File: config.mk
export PLATFORM = sky130hd
export DESIGN_NAME = cache_sys
export DESIGN_NICKNAME = d
export VERILOG_FILES = /design/src/hdl/cache_pkg.sv /design/src/hdl/cache_sys.sv /design/src/hdl/cache_cfg_regs.sv /design/src/hdl/cache_fill_fsm.sv /design/src/hdl/cache_lookup.sv /design/src/hdl/cache_ram.sv
export SDC_FILE = /design/constraint.sdc
export NUM_CORES = 2
export LEC_CHECK = 0
export BUFFER_PORTS_ARGS = -buffer_cell sky130_fd_sc_hd__buf_2
export CAP_MARGIN = 20
export CORE_ASPECT_RATIO = 1.25
export CORE_MARGIN = 1.5
export CORE_UTILIZATION = 35
export DETAILED_ROUTE_END_ITERATION = 8
export GPL_TIMING_DRIVEN = 0
export PLACE_DENSITY = 0.51
export SLEW_MARGIN = 20
export SYNTH_ARGS = -nofsm -noshare
export SYNTH_HDL_FRONTEND = slang
export SYNTH_SLANG_ARGS = --single-unit
export TNS_END_PERCENT = 1
File: constraint.sdc
create_clock -name clk -period 2.78 [get_ports clk]
set_input_delay 0.278 -clock clk [delete_from_list [all_inputs] [get_ports clk]]
set_output_delay 0.278 -clock clk [all_outputs]
set_load 0.1 [all_outputs]
File: src/hdl/cache_pkg.sv
package cache_pkg;

  ////////////////////////////////////////////////////////////
  // Geometry of the direct-mapped instruction cache.
  ////////////////////////////////////////////////////////////
  localparam int addr_w         = 16;                   // Byte address width.
  localparam int word_w         = 16;                   // Data word width.
  localparam int words_per_line = 8;                    // Words held by one cache line.
  localparam int num_sets       = 8;                    // Number of sets, one line each.
  localparam int offset_w       = 3;                    // Word select within a line.
  localparam int index_w        = 3;                    // Set index width.
  localparam int tag_w          = 9;                    // Tag width.
  localparam int offset_lsb     = 1;                    // Bit 0 is the byte within a word.
  localparam int index_lsb      = offset_lsb + offset_w; // Set index sits at bits 6:4.
  localparam int tag_lsb        = index_lsb + index_w;   // Tag sits at bits 15:7.

  ////////////////////////////////////////////////////////////
  // Configuration register map.
  ////////////////////////////////////////////////////////////
  localparam int cfg_addr_w = 2;                               // Register address width.
  localparam logic [cfg_addr_w-1:0] cfg_ctrl_addr   = 2'd0;    // Bit 0 flushes, bit 1 clears.
  localparam logic [cfg_addr_w-1:0] cfg_hits_addr   = 2'd1;    // Hit counter.
  localparam logic [cfg_addr_w-1:0] cfg_misses_addr = 2'd2;    // Miss counter.

  typedef logic [word_w-1:0] word_t; // One data word.
  typedef logic [tag_w-1:0]  tag_t;  // One stored tag.

  typedef struct packed {
    logic              read; // Level, held by the processor while stalled.
    logic [addr_w-1:0] addr; // Byte address of the wanted word.
  } cpu_req_t;

  typedef struct packed {
    logic  valid; // One cycle pulse with the returned word.
    word_t data;  // Word read from the cache.
  } cpu_rsp_t;

  typedef struct packed {
    logic              read; // Level, high for the whole line fill.
    logic [addr_w-1:0] addr; // Address of the next word wanted.
  } mem_req_t;

  typedef struct packed {
    logic  valid; // At most one pulse per cycle, in address order.
    word_t data;  // Word returned by memory.
  } mem_rsp_t;

  typedef struct packed {
    logic                  wr;   // Single cycle write strobe.
    logic [cfg_addr_w-1:0] addr; // Register being written.
    word_t                 data; // Write data.
  } cfg_wr_t;

endpackage
File: src/hdl/cache_sys.sv
`timescale 1ns/1ps

module cache_sys
  import cache_pkg::*;
(
  input  logic                  clk,       // Clock.
  input  logic                  rst_n,     // Asynchronous active low reset.
  input  cpu_req_t              cpu_req,   // Processor read request.
  output cpu_rsp_t              cpu_rsp,   // Processor read response.
  output logic                  stall,     // Processor must hold its request.
  output mem_req_t              mem_req,   // Line fill request to memory.
  input  mem_rsp_t              mem_rsp,   // Memory word return.
  input  cfg_wr_t               cfg_wr,    // Configuration write.
  input  logic [cfg_addr_w-1:0] cfg_addr,  // Configuration read address.
  output word_t                 cfg_rdata  // Configuration read data.
);

  logic [index_w-1:0]          req_index;   // Set of the current request.
  logic [offset_w-1:0]         req_offset;  // Word of the current request.
  tag_t                        rd_tag;      // Stored tag of the set.
  word_t                       rd_word;     // Stored word at set and offset.
  logic                        miss;        // Lookup miss level.
  logic                        hit_pulse;   // Hit event for the counters.
  logic                        miss_pulse;  // Miss event for the counters.
  logic                        flush;       // Invalidate all lines.
  logic                        data_we;     // Fill word write enable.
  logic [offset_w-1:0]         fill_offset; // Fill word slot.
  word_t                       fill_word;   // Fill word value.
  logic                        line_done;   // Fill finished, write the tag.

  // The request is held during a fill, so its fields also address the fill writes.
  assign req_index  = cpu_req.addr[index_lsb +: index_w];
  assign req_offset = cpu_req.addr[offset_lsb +: offset_w];

  cache_lookup i_cache_lookup (
    .clk        (clk),
    .rst_n      (rst_n),
    .cpu_req    (cpu_req),
    .stall      (stall),
    .rd_tag     (rd_tag),
    .rd_word    (rd_word),
    .line_done  (line_done),
    .flush      (flush),
    .cpu_rsp    (cpu_rsp),
    .miss       (miss),
    .hit_pulse  (hit_pulse),
    .miss_pulse (miss_pulse)
  );

  // Busy already covers the miss cycle, so it is the processor stall.
  cache_fill_fsm i_cache_fill_fsm (
    .clk         (clk),
    .rst_n       (rst_n),
    .miss        (miss),
    .miss_addr   (cpu_req.addr),
    .mem_rsp     (mem_rsp),
    .mem_req     (mem_req),
    .busy        (stall),
    .data_we     (data_we),
    .fill_offset (fill_offset),
    .fill_word   (fill_word),
    .line_done   (line_done)
  );

  cache_ram #(.entry_t(tag_t)) i_tag_ram (
    .clk   (clk),
    .rst_n (rst_n),
    .we    (line_done),
    .waddr (req_index),
    .wdata (cpu_req.addr[tag_lsb +: tag_w]),
    .raddr (req_index),
    .rdata (rd_tag)
  );

  cache_ram #(.entry_t(word_t)) i_data_ram (
    .clk   (clk),
    .rst_n (rst_n),
    .we    (data_we),
    .waddr ({req_index, fill_offset}),
    .wdata (fill_word),
    .raddr ({req_index, req_offset}),
    .rdata (rd_word)
  );

  cache_cfg_regs i_cache_cfg_regs (
    .clk        (clk),
    .rst_n      (rst_n),
    .cfg_wr     (cfg_wr),
    .cfg_addr   (cfg_addr),
    .hit_pulse  (hit_pulse),
    .miss_pulse (miss_pulse),
    .cfg_rdata  (cfg_rdata),
    .flush      (flush)
  );

endmodule

File: src/hdl/cache_cfg_regs.sv
`timescale 1ns/1ps

module cache_cfg_regs
  import cache_pkg::*;
(
  input  logic                  clk,        // Clock.
  input  logic                  rst_n,      // Asynchronous active low reset.
  input  cfg_wr_t               cfg_wr,     // Register write port.
  input  logic [cfg_addr_w-1:0] cfg_addr,   // Register read address.
  input  logic                  hit_pulse,  // One accepted hit.
  input  logic                  miss_pulse, // One new miss.
  output word_t                 cfg_rdata,  // Addressed register, combinational.
  output logic                  flush       // Invalidate all lines.
);

  logic  ctrl_wr;  // Write to the control register.
  logic  clear;    // Counter clear command.
  word_t hits_q;   // Saturating hit counter.
  word_t misses_q; // Saturating miss counter.

  ////////////////////////////////////////////////////////////
  // Control register decode.
  ////////////////////////////////////////////////////////////
  assign ctrl_wr = cfg_wr.wr && (cfg_wr.addr == cfg_ctrl_addr); // Write hits the control word.
  assign flush   = ctrl_wr && cfg_wr.data[0];                   // Acts on the write edge.
  assign clear   = ctrl_wr && cfg_wr.data[1];                   // Zeroes both counters.

  ////////////////////////////////////////////////////////////
  // Hit and miss counters, held at all ones when full.
  ////////////////////////////////////////////////////////////
  always_ff @(posedge clk or negedge rst_n) begin
    if (!rst_n) begin
      hits_q <= '0;
    end else if (clear) begin
      hits_q <= '0;                       // Clear wins over a hit in the same cycle.
    end else if (hit_pulse && (hits_q != '1)) begin
      hits_q <= hits_q + word_t'(1);      // Count until saturation.
    end
  end

  always_ff @(posedge clk or negedge rst_n) begin
    if (!rst_n) begin
      misses_q <= '0;
    end else if (clear) begin
      misses_q <= '0;
    end else if (miss_pulse && (misses_q != '1)) begin
      misses_q <= misses_q + word_t'(1);  // Each miss counts once, at fill start.
    end
  end

  // Read mux, the control word and the spare address return zero.
  always_comb begin
    case (cfg_addr)
      cfg_hits_addr:   cfg_rdata = hits_q;
      cfg_misses_addr: cfg_rdata = misses_q;
      default:         cfg_rdata = '0;
    endcase
  end

endmodule

File: src/hdl/cache_fill_fsm.sv
`timescale 1ns/1ps

module cache_fill_fsm
  import cache_pkg::*;
(
  input  logic                clk,         // Clock.
  input  logic                rst_n,       // Asynchronous active low reset.
  input  logic                miss,        // Lookup reports an absent line.
  input  logic [addr_w-1:0]   miss_addr,   // Address that missed.
  input  mem_rsp_t            mem_rsp,     // Words returned by memory.
  output mem_req_t            mem_req,     // Word request to memory.
  output logic                busy,        // Stall towards the processor.
  output logic                data_we,     // Data store write enable.
  output logic [offset_w-1:0] fill_offset, // Word slot being written.
  output word_t               fill_word,   // Word being written.
  output logic                line_done    // Tag write and valid set.
);

  typedef enum logic {
    idle_s, // Waiting for a miss.
    wait_s  // Collecting the eight words of a line.
  } state_t;

  state_t            state_q;    // Current state.
  state_t            state_d;    // Next state.
  logic [3:0]        count_q;    // Words received so far, 0 to 8.
  logic [addr_w-1:0] addr_q;     // Address of the next word wanted.
  logic              start;      // Load the counter and the line base.
  logic              take;       // Accept one memory word.
  logic              all_words;  // Eighth word already stored.

  assign all_words = (count_q == 4'(words_per_line)); // Counter reached eight.

  ////////////////////////////////////////////////////////////
  // State transition and output decode.
  ////////////////////////////////////////////////////////////
  always_comb begin
    state_d   = state_q;   // Hold the state by default.
    start     = 1'b0;      // No new fill by default.
    take      = 1'b0;      // No word taken by default.
    busy      = 1'b0;      // Processor runs by default.
    line_done = 1'b0;      // No tag write by default.
    case (state_q)
      idle_s: begin
        busy  = miss;                       // Stall rises in the miss cycle itself.
        start = miss;                       // Capture the line base address.
        if (miss) begin
          state_d = wait_s;
        end
      end
      wait_s: begin
        if (all_words) begin
          line_done = 1'b1;                 // Tag write, valid set, stall falls.
          state_d   = idle_s;
        end else begin
          busy = 1'b1;                      // Keep the processor waiting on memory.
          take = mem_rsp.valid;             // Store each returned word.
        end
      end
      default: begin
        state_d = idle_s;                   // Recover from an unused encoding.
      end
    endcase
  end

  always_ff @(posedge clk or negedge rst_n) begin
    if (!rst_n) begin
      state_q <= idle_s;
    end else begin
      state_q <= state_d;
    end
  end

  ////////////////////////////////////////////////////////////
  // Word counter and memory address register.
  ////////////////////////////////////////////////////////////
  always_ff @(posedge clk or negedge rst_n) begin
    if (!rst_n) begin
      count_q <= '0;
      addr_q  <= '0;
    end else if (start) begin
      count_q <= '0;                                  // New line starts at word zero.
      addr_q  <= {miss_addr[addr_w-1:index_lsb], 4'h0}; // Line base, aligned to 16 bytes.
    end else if (take) begin
      count_q <= count_q + 4'd1;                      // One more word stored.
      addr_q  <= addr_q + addr_w'(2);                 // Step to the next word.
    end
  end

  // Read stays high from the cycle after the miss until the eighth word arrives.
  assign mem_req = '{read: (state_q == wait_s) && !all_words, addr: addr_q};

  assign data_we     = take;                   // A pulse after the eighth is dropped.
  assign fill_offset = count_q[offset_w-1:0];  // Words arrive in address order.
  assign fill_word   = mem_rsp.data;           // Memory word goes straight to the store.

endmodule

File: src/hdl/cache_lookup.sv
`timescale 1ns/1ps

module cache_lookup
  import cache_pkg::*;
(
  input  logic     clk,        // Clock.
  input  logic     rst_n,      // Asynchronous active low reset.
  input  cpu_req_t cpu_req,    // Processor read request.
  input  logic     stall,      // High while the fill machine holds the processor.
  input  tag_t     rd_tag,     // Tag stored for the requested set.
  input  word_t    rd_word,    // Word stored at the requested set and offset.
  input  logic     line_done,  // Last cycle of a line fill.
  input  logic     flush,      // Invalidate every line.
  output cpu_rsp_t cpu_rsp,    // Registered read response.
  output logic     miss,       // Request pending and line absent.
  output logic     hit_pulse,  // One cycle per accepted hit.
  output logic     miss_pulse  // One cycle per new miss.
);

  logic [num_sets-1:0] valid_q;     // One valid bit per set.
  logic [index_w-1:0]  req_index;   // Set selected by the request.
  tag_t                req_tag;     // Tag carried by the request.
  logic                tag_hit;     // Stored line matches the request.
  logic                hit;         // Request can be served this cycle.
  logic                accept;      // Hit that the processor sees as taken.
  logic                miss_seen_q; // Miss already reported to the counters.
  logic                rsp_valid_q; // Response valid flop.
  word_t               rsp_data_q;  // Response data flop.

  assign req_index = cpu_req.addr[index_lsb +: index_w]; // Set index is address bits 6:4.
  assign req_tag   = cpu_req.addr[tag_lsb +: tag_w];     // Tag is address bits 15:7.

  ////////////////////////////////////////////////////////////
  // Hit and miss decision.
  ////////////////////////////////////////////////////////////
  assign tag_hit = valid_q[req_index] && (rd_tag == req_tag); // Line present and tags agree.
  // On line_done all eight words are already in the data store and the held
  // request is the one being filled, so it is served while the tag is written.
  assign hit        = cpu_req.read && (tag_hit || line_done);
  assign miss       = cpu_req.read && !hit;  // Drives the fill machine.
  assign accept     = hit && !stall;         // Stall is low on any hit.
  assign hit_pulse  = accept;                // Retried access counts as a single hit.
  assign miss_pulse = miss && !miss_seen_q;  // Only the first cycle of a miss counts.

  // Valid bits are set when a fill ends and all cleared by a flush.
  always_ff @(posedge clk or negedge rst_n) begin
    if (!rst_n) begin
      valid_q <= '0;                    // Cache starts empty.
    end else if (flush) begin
      valid_q <= '0;                    // Flush drops every line on its write edge.
    end else if (line_done) begin
      valid_q[req_index] <= 1'b1;       // Filled line becomes usable.
    end
  end

  // Remember that the pending miss has already been counted.
  always_ff @(posedge clk or negedge rst_n) begin
    if (!rst_n) begin
      miss_seen_q <= 1'b0;
    end else begin
      miss_seen_q <= miss;              // Clears once the request hits.
    end
  end

  ////////////////////////////////////////////////////////////
  // Registered response, one cycle after acceptance.
  ////////////////////////////////////////////////////////////
  always_ff @(posedge clk or negedge rst_n) begin
    if (!rst_n) begin
      rsp_valid_q <= 1'b0;
    end else begin
      rsp_valid_q <= accept;            // Single cycle pulse per accepted read.
    end
  end

  always_ff @(posedge clk) begin
    if (accept) begin
      rsp_data_q <= rd_word;            // Capture the word with its valid pulse.
    end
  end

  assign cpu_rsp = '{valid: rsp_valid_q, data: rsp_data_q};

endmodule

File: src/hdl/cache_ram.sv
`timescale 1ns/1ps

module cache_ram
  import cache_pkg::*;
#(
  parameter type entry_t = word_t,
  // Tags need one entry per set, data words one per word of every line.
  localparam int aw = ($bits(entry_t) == tag_w) ? index_w : index_w + offset_w
) (
  input  logic          clk,   // Clock.
  input  logic          rst_n, // Asynchronous active low reset.
  input  logic          we,    // Write enable.
  input  logic [aw-1:0] waddr, // Entry being written.
  input  entry_t        wdata, // Value being written.
  input  logic [aw-1:0] raddr, // Entry being read.
  output entry_t        rdata  // Read value, no latency.
);

  localparam int depth = 1 << aw; // Number of entries in the array.

  entry_t mem_q [depth]; // Flop based storage array.

  ////////////////////////////////////////////////////////////
  // Single synchronous write port.
  ////////////////////////////////////////////////////////////
  always_ff @(posedge clk or negedge rst_n) begin
    if (!rst_n) begin
      for (int i = 0; i < depth; i++) begin
        mem_q[i] <= '0;       // Clear every entry so reads are never unknown.
      end
    end else if (we) begin
      mem_q[waddr] <= wdata; // Store the entry on the write edge.
    end
  end

  // The read is a plain mux, so a word written on one edge is visible right after it.
  assign rdata = mem_q[raddr];

endmodule

## Word-level counts from Yosys, hierarchy flattened

Index checks and enable logic that the tools add are counted.

| storage, ports and cells | value |
|---|---|
| memory bits (read-only) | 0 |
| flip-flop bits (word level) | 1175 |
| memories | 0 |
| word-level logic and storage cells | 163 |
| input bits | 57 |
| RAM bits | 0 |
| latch bits | 0 |
| output and inout port bits | 51 |

| cells by class | value |
|---|---|
| equal/unequal tests | 6 |
| divide/modulo/power cells | 0 |
| shift-type cells | 0 |
| order comparisons | 7 |
| reduce and logical (&&, ||, !) cells | 24 |
| bitwise operators | 5 |
| muxes and demuxes | 36 |
| $mul | 0 |
| add/sub/neg operators | 4 |

Operators by type and width:

| kind | number |
|---|---|
| 1024-bit bitwise mux | 1 |
| 16-bit two-way mux | 9 |
| 16-bit binary-select mux with 6-bit select | 1 |
| 16-bit demux with 6-bit select | 1 |
| 72-bit bitwise mux | 1 |
| 16-bit by 1-bit adder with 16-bit output, second input constant | 2 |
| 16-bit != test, second input constant | 2 |
| 16-bit case mux with 2 select lines | 1 |
| 9-bit binary-select mux with 3-bit select | 1 |
| 9-bit demux with 3-bit select | 1 |
| 9-bit two-way mux | 3 |
| 16-bit by 2-bit adder with 16-bit output, second input constant | 1 |
| 8-bit two-way mux | 2 |
| 7-bit greater-or-equal comparator, second input constant | 2 |
| 1-bit logical AND | 14 |
| 6-bit NOT with 7-bit output | 2 |
| 9-bit equality test | 1 |
| 1-bit two-way mux | 9 |
| 4-bit two-way mux | 2 |
| 8-bit OR | 1 |
| 2-bit nonzero test | 4 |
| 7-bit by 1-bit less-than comparator with 1-bit output, second input constant | 1 |
| 4-bit by 1-bit adder with 4-bit output, second input constant | 1 |
| 4-bit equality test, second input constant | 1 |
| 14 further kinds | 18 |

## Logic depth before layout (Yosys ltp)

| logic depth | value |
|---|---|
| word-level depth | 16 |
| depth in mapped cells | 13 |

## Hierarchy

A second synthesis with hierarchy kept.

| second synthesis, totals | value |
|---|---|
| cells, all modules | 3686 |
| area, all modules | 54937.7 um^2 |

Modules (own cells, without submodules):

| module | times used | area an instance (um^2) | cells an instance | sequential area each (um^2) |
|---|---|---|---|---|
| cache_ram (i_data_ram) | 1 | 47131.5 | 3024 | 25624.6 |
| cache_ram (i_tag_ram) | 1 | 3352.0 | 191 | 1801.7 |
| cache_cfg_regs | 1 | 2025.7 | 241 | 800.8 |
| cache_fill_fsm | 1 | 1360.1 | 155 | 500.5 |
| cache_lookup | 1 | 1068.5 | 75 | 730.7 |

## Least setup slack after synthesis

OpenSTA, ideal clock, no wires.

| path | value |
|---|---|
| path type | register to register |
| start | register i_cache_fill_fsm.count_q[0] |
| end | register i_data_ram.mem_q[197] (netlist name) |
| setup slack | -779 ps |
| stages on the path, launching flop included | 12 |
| arrival time | 3435 ps |
| required time | 2655 ps |
| period minus slack after synthesis | 3559 ps |
| path through | dfrtp_1 -> clkbuf_1 -> inv_1 -> ha_1 -> nand3b_1 -> and2_1 -> nand2_1 -> nor2_1 -> nand3_1 -> nor2_1 -> buf_2 -> mux2_2 |

| between the ends | value |
|---|---|
| word-level cells in the longest chain between the ends | 6 |
| elaborated cells on any way between the ends | 10 |
| classes of those cells | order compare (2); eq/ne (1); mux (5); bitwise (1); reduce/logical (1) |

Ends and longest elaborated chain:

| what | line | RTL |
|---|---|---|
| start, declared | cache_fill_fsm.sv:26 | `logic [3:0] count_q;` |
| start signal, assigned | cache_fill_fsm.sv:85 | `count_q <= count_q + 4'd1;` |
| 6-bit NOT with 7-bit output (implied by the code) | cache_ram.sv:32 | `mem_q[waddr] <= wdata;` |
| 7-bit greater-or-equal comparator (implied by the code) or 7-bit by 1-bit less-than comparator with 1-bit output (tied branches) | cache_ram.sv:32 |  |
| 1-bit logical AND (implied by the code) | cache_ram.sv:32 |  |
| 16-bit two-way mux (implied by the code) | cache_ram.sv:32 |  |
| 16-bit demux with 6-bit select | cache_ram.sv:32 |  |
| 1024-bit bitwise mux | cache_ram.sv:32 |  |
| end signal, assigned by index | cache_ram.sv:32 |  |
| end, declared | cache_ram.sv:21 | `entry_t mem_q [depth];` |

Several ways; a longest one is shown, not always the timed one.
A chain may end at the register's enable or synchronous reset.

## Worst setup path in the final report

| path | value |
|---|---|
| start | register i_tag_ram.mem_q[15] (netlist name) |
| end | output stall |

| between the ends | value |
|---|---|
| word-level cells in the longest chain between the ends | 10 |

Ends and longest elaborated chain:

| what | line | RTL |
|---|---|---|
| start, declared | cache_ram.sv:21 |  |
| start signal, assigned by index | cache_ram.sv:32 |  |
| 9-bit binary-select mux with 3-bit select | cache_ram.sv:37 | `assign rdata = mem_q[raddr];` |
| 9-bit two-way mux (implied by the code) (2 in a row) | cache_ram.sv:37 |  |
| 9-bit equality test | cache_lookup.sv:36 | `assign tag_hit = valid_q[req_index] && (rd_tag == req_tag);` |
| 1-bit logical AND | cache_lookup.sv:36 |  |
| 1-bit logical OR | cache_lookup.sv:39 | `assign hit = cpu_req.read && (tag_hit \|\| line_done);` |
| 1-bit logical AND | cache_lookup.sv:39 |  |
| 1-bit logical NOT | cache_lookup.sv:40 | `assign miss = cpu_req.read && !hit;` |
| 1-bit logical AND | cache_lookup.sv:40 |  |
| 1-bit case mux with 2 select lines | cache_fill_fsm.sv:43 | `case (state_q)` |
| end, declared | cache_sys.sv:10 | `output logic stall,` |

Every way passes these cells. The select of a mux whose other input is x is not followed.

==> results.md <==
- Worst Slack Setup Final: -0.610 ns
- Number of synthesized flops with an enable pin: 16
- Minimum clock period: 3.39 ns
- Placed inst area: 57100 µm²
- CP cell instances: mux2_4 -> a32o_2 -> or3_1 -> a22oi_2 -> nand3_2 -> o211a_1 -> or2_4 -> buf_12
- Layout cells sized above 1: 0.512
- Cell Rows: 160
- Cell Count Post-Placement: between 5000 and 6000
- Ys async rst share: 0.986
- I/O pins: 108
- First-pass GRT wire length: roughly 250000 µm
- Routability cong.: roughly 0.8
- Skew final: 0.0310 ns
- Core Util, Final: 0.417
- Buf/Inv on CP: 1
- Vias in the first global route: 33800
- Area Overhead vs Synth: 18.1%
- Critical Path Source: i_tag_ram.mem_q[15]
- CTS Root Cell: clkbuf_16
- Fin crit share: 1.22
- Routed Antenna Nets: 0
- Max Root-Sink Buffers: 3
- Chip Height: around 440 µm
- Rel. slew slack: 0.168
- Final instance area: ~63000 µm²
- Synth unique cells: 58
- Worst hold path type: in2reg
- Largest fanout on the critical path: 2
- CTS H-tree depth: 4
- Num CTS Buffers: ~130
- Fillers: 13900
- CTS sink count: 1174
- Worst skew pair latency: 0.78 ns
- Max Freq: 295 MHz
- Number of port buffers: 65
- Initial Util: 0.353
- Synth top area share: 0.539
- Non-Filler Instances: 5865
- Die footprint: 156000 µm²
- Hold_sp: cpu_req[10]
- Fin. Hold Viols: 0
- Overall power: 0.0588 W
- Post-synthesis area per instance: 15.3 µm²
- Pwr per Cell Area: 926 nW/µm²
- Peak supply drop: 820 µV
- Syn Std Cell Area: about 54000 µm²
- TritonRoute pass-1 iters: 5
- DRT Wirelength: 173000 µm
- Sequential cell area fraction in the yosys report: 0.548
- CP startpoint kind: flip-flop
- Worst slew pin tran: 1.25 ns
- Hold path depth: 3
- Clock transition at the registers of the reported paths: approximately 0.05 ns
- Crit path capture type: primary output
- Top cells by area, synth: dfrtp_1 54%, mux2_2 23%, mux4_2 12%
- Core footprint: 152000 µm²
- Syn_nets: 3567
- RSZ-0062 raised after global routing: true
- Outcome: finished, violations left
- Leak: between 20 and 30 nW
- Detailed-route vias per instance: approximately 5.4
- Reg2reg path depth: 9
- Initial antenna violation count: 7
- Final Setup Violations: between 200 and 300
- Failing checks: setup timing
- Slowest stage cell on the critical path: dfrtp_1
- Grt total ovfl: 0
- Reg-to-reg startpoint: i_tag_ram.mem_q[15]
- Die X: 354 µm
- Warnings from Yosys: 0
- Seq. cell area: 29500 µm²
- GRT Total Usage: 0.224
- WP data required: approximately 2.5 ns
- Synth Instances: 3503
- Via Count: 32000
- Kind of critical path: reg2out
- Post-synthesis register bit count: 1174
- Detailed Place HPWL: 119000 µm
- Crit path DAT: 3.11 ns
- Max_cap viols: 0
- TritonCTS clock tree: done
- CP Depth: 8
- Max-slew violation count: 0
- Hold Slack: 0.0102 ns
- Drt drc: 0
- Area of the multi-input gates: 24000 µm²
- Fin nets: 3801
- WL per Instance: 29.5 µm
- Cell taking the most area after synthesis: dfrtp_1
- Primary FF master, synth: dfrtp_1
- Crit-path leading delay family: compound AO/OA/AOI/OAI gates
- Initial DRC count: 2128
- Largest net degree at the start of global routing: between 100 and 150
- Crit path largest cell delay: 0.37 ns
[power breakdown]
group / internal, W / total [W] / switching [W]
logic: 0.00848 / 0.0144 / 0.00595
clock network: 0.0105 / 0.0179 / 0.00733
registers: 0.0233 / 0.0265 / 0.00318
total: 0.0423 / 0.0588 / 0.0165
[cell usage in the layout, fill, tap and decap left out, drive strengths merged, types with 5 or more instances in the layout]
cell type,instances
or4,18
nor3,8
bufinv,9
ha,7
inv,16
nor2,93
mux4,291
xor2,12
edfxtp,16
nand4,11
nand3b,5
a22oi,25
o21a,11
buf,204
nand3,35
clkinv,18
and2,9
and4,7
dlygate4sd3,8
o22ai,35
a21oi,34
mux2i,104
o31ai,20
dfrtp,1158
mux2,1108
xnor2,7
nand2,61
and3,14
a211o,6
clkbuf,407
nand2b,16
o21ai,25
[what timing repair did]
| action | in CTS | in global routing |
|---|---|---|
| endpoints found under the setup margin | 1005 | 801 |
| pin swaps | 15 | 11 |
| hold buffers | 8 | 0 |
| setup buffers | 11 | 0 |
| resized for setup | 272 | 260 |
| hold endpoints to repair | 128 | 0 |
[path summary, 6_finish.rpt]
path | endpoint | slack [ns]
max in group asynchronous | i_data_ram.mem_q[801] | 0.50
min | i_cache_fill_fsm.addr_q[10] | 0.01
max | stall | -0.61
max reg2reg | i_cache_lookup.rsp_data_q[10] | -0.58
min reg2reg | i_cache_lookup.valid_q[4] | 0.49
min in group asynchronous | i_cache_cfg_regs.misses_q[9] | 0.08
[Yosys cell counts (6+ instances only)]
master / number
a211o_1: 6
a21oi_1: 33
a22oi_1: 24
and2_1: 9
and3_1: 13
and4_1: 7
buf_1: 37
buf_2: 69
clkbuf_1: 209
dfrtp_1: 1158
edfxtp_1: 16
ha_1: 7
inv_1: 8
mux2_2: 1107
mux2i_1: 104
mux4_2: 291
nand2_1: 61
nand2b_1: 16
nand3_1: 35
nand4_1: 11
nor2_1: 93
nor3_1: 8
o21a_1: 11
o21ai_0: 24
o22ai_1: 35
o31ai_1: 20
or4_1: 18
xnor2_1: 7
xor2_1: 12
[cells by family (layout without fill, tap and decap cells)]
kind of cell,Yosys count,count (layout),synth area share
compound gates,174,174,0.0213
xor+xnor,19,19,0.00309
fa+ha+maj,7,7,0.00163
buf+inv,331,666,0.0255
flops,1174,1174,0.548
mux,1503,1503,0.373
other cells,1,3,0.0000697
simple gates,294,294,0.0272
[metrics by stage]
stage               setup TNS (ns)  setup slack (ns)
floorplan                   -63.10            -0.215
global placement                 -            -25.44
detailed placement         -986.01             -2.39
CTS                        -135.49            -0.685
global route                -75.09            -0.700
finish                      -29.95            -0.610
[routing by layer]
layer | routed length, µm | track usage
met3 | 5850 | 0.0319
met4 | 6240 | 0.0848
met5 | 49 | 0
met1 | 73000 | 0.283
met2 | 88100 | 0.389
[sequential cells by signal, indices dropped and copies added (netlist names), 4 cells and up]
register,flops
i_data_ram.mem_q,1024
i_tag_ram.mem_q,72
i_cache_cfg_regs.hits_q,16
i_cache_cfg_regs.misses_q,16
i_cache_lookup.rsp_data_q,16
i_cache_fill_fsm.addr_q,15
i_cache_lookup.valid_q,8
i_cache_fill_fsm.count_q,4
[worst min-delay path, stage by stage]
cell and delay (ns):
buf_1 0.25, nand2_1 0.12, o21ai_0 0.07
[area by class of cell]
cell class	count	area share
buffer	321	0.0325
clock buffer	199	0.0615
sequential	1174	0.464
tap	2025	0.0399
clock inverter	37	0.00753
inverter	8	0.000552
timing repair buffer	101	0.0152
multi-input combinational	1998	0.379
antenna	2	0.0000788
Note: power is estimated with default switching activity, not from simulation.
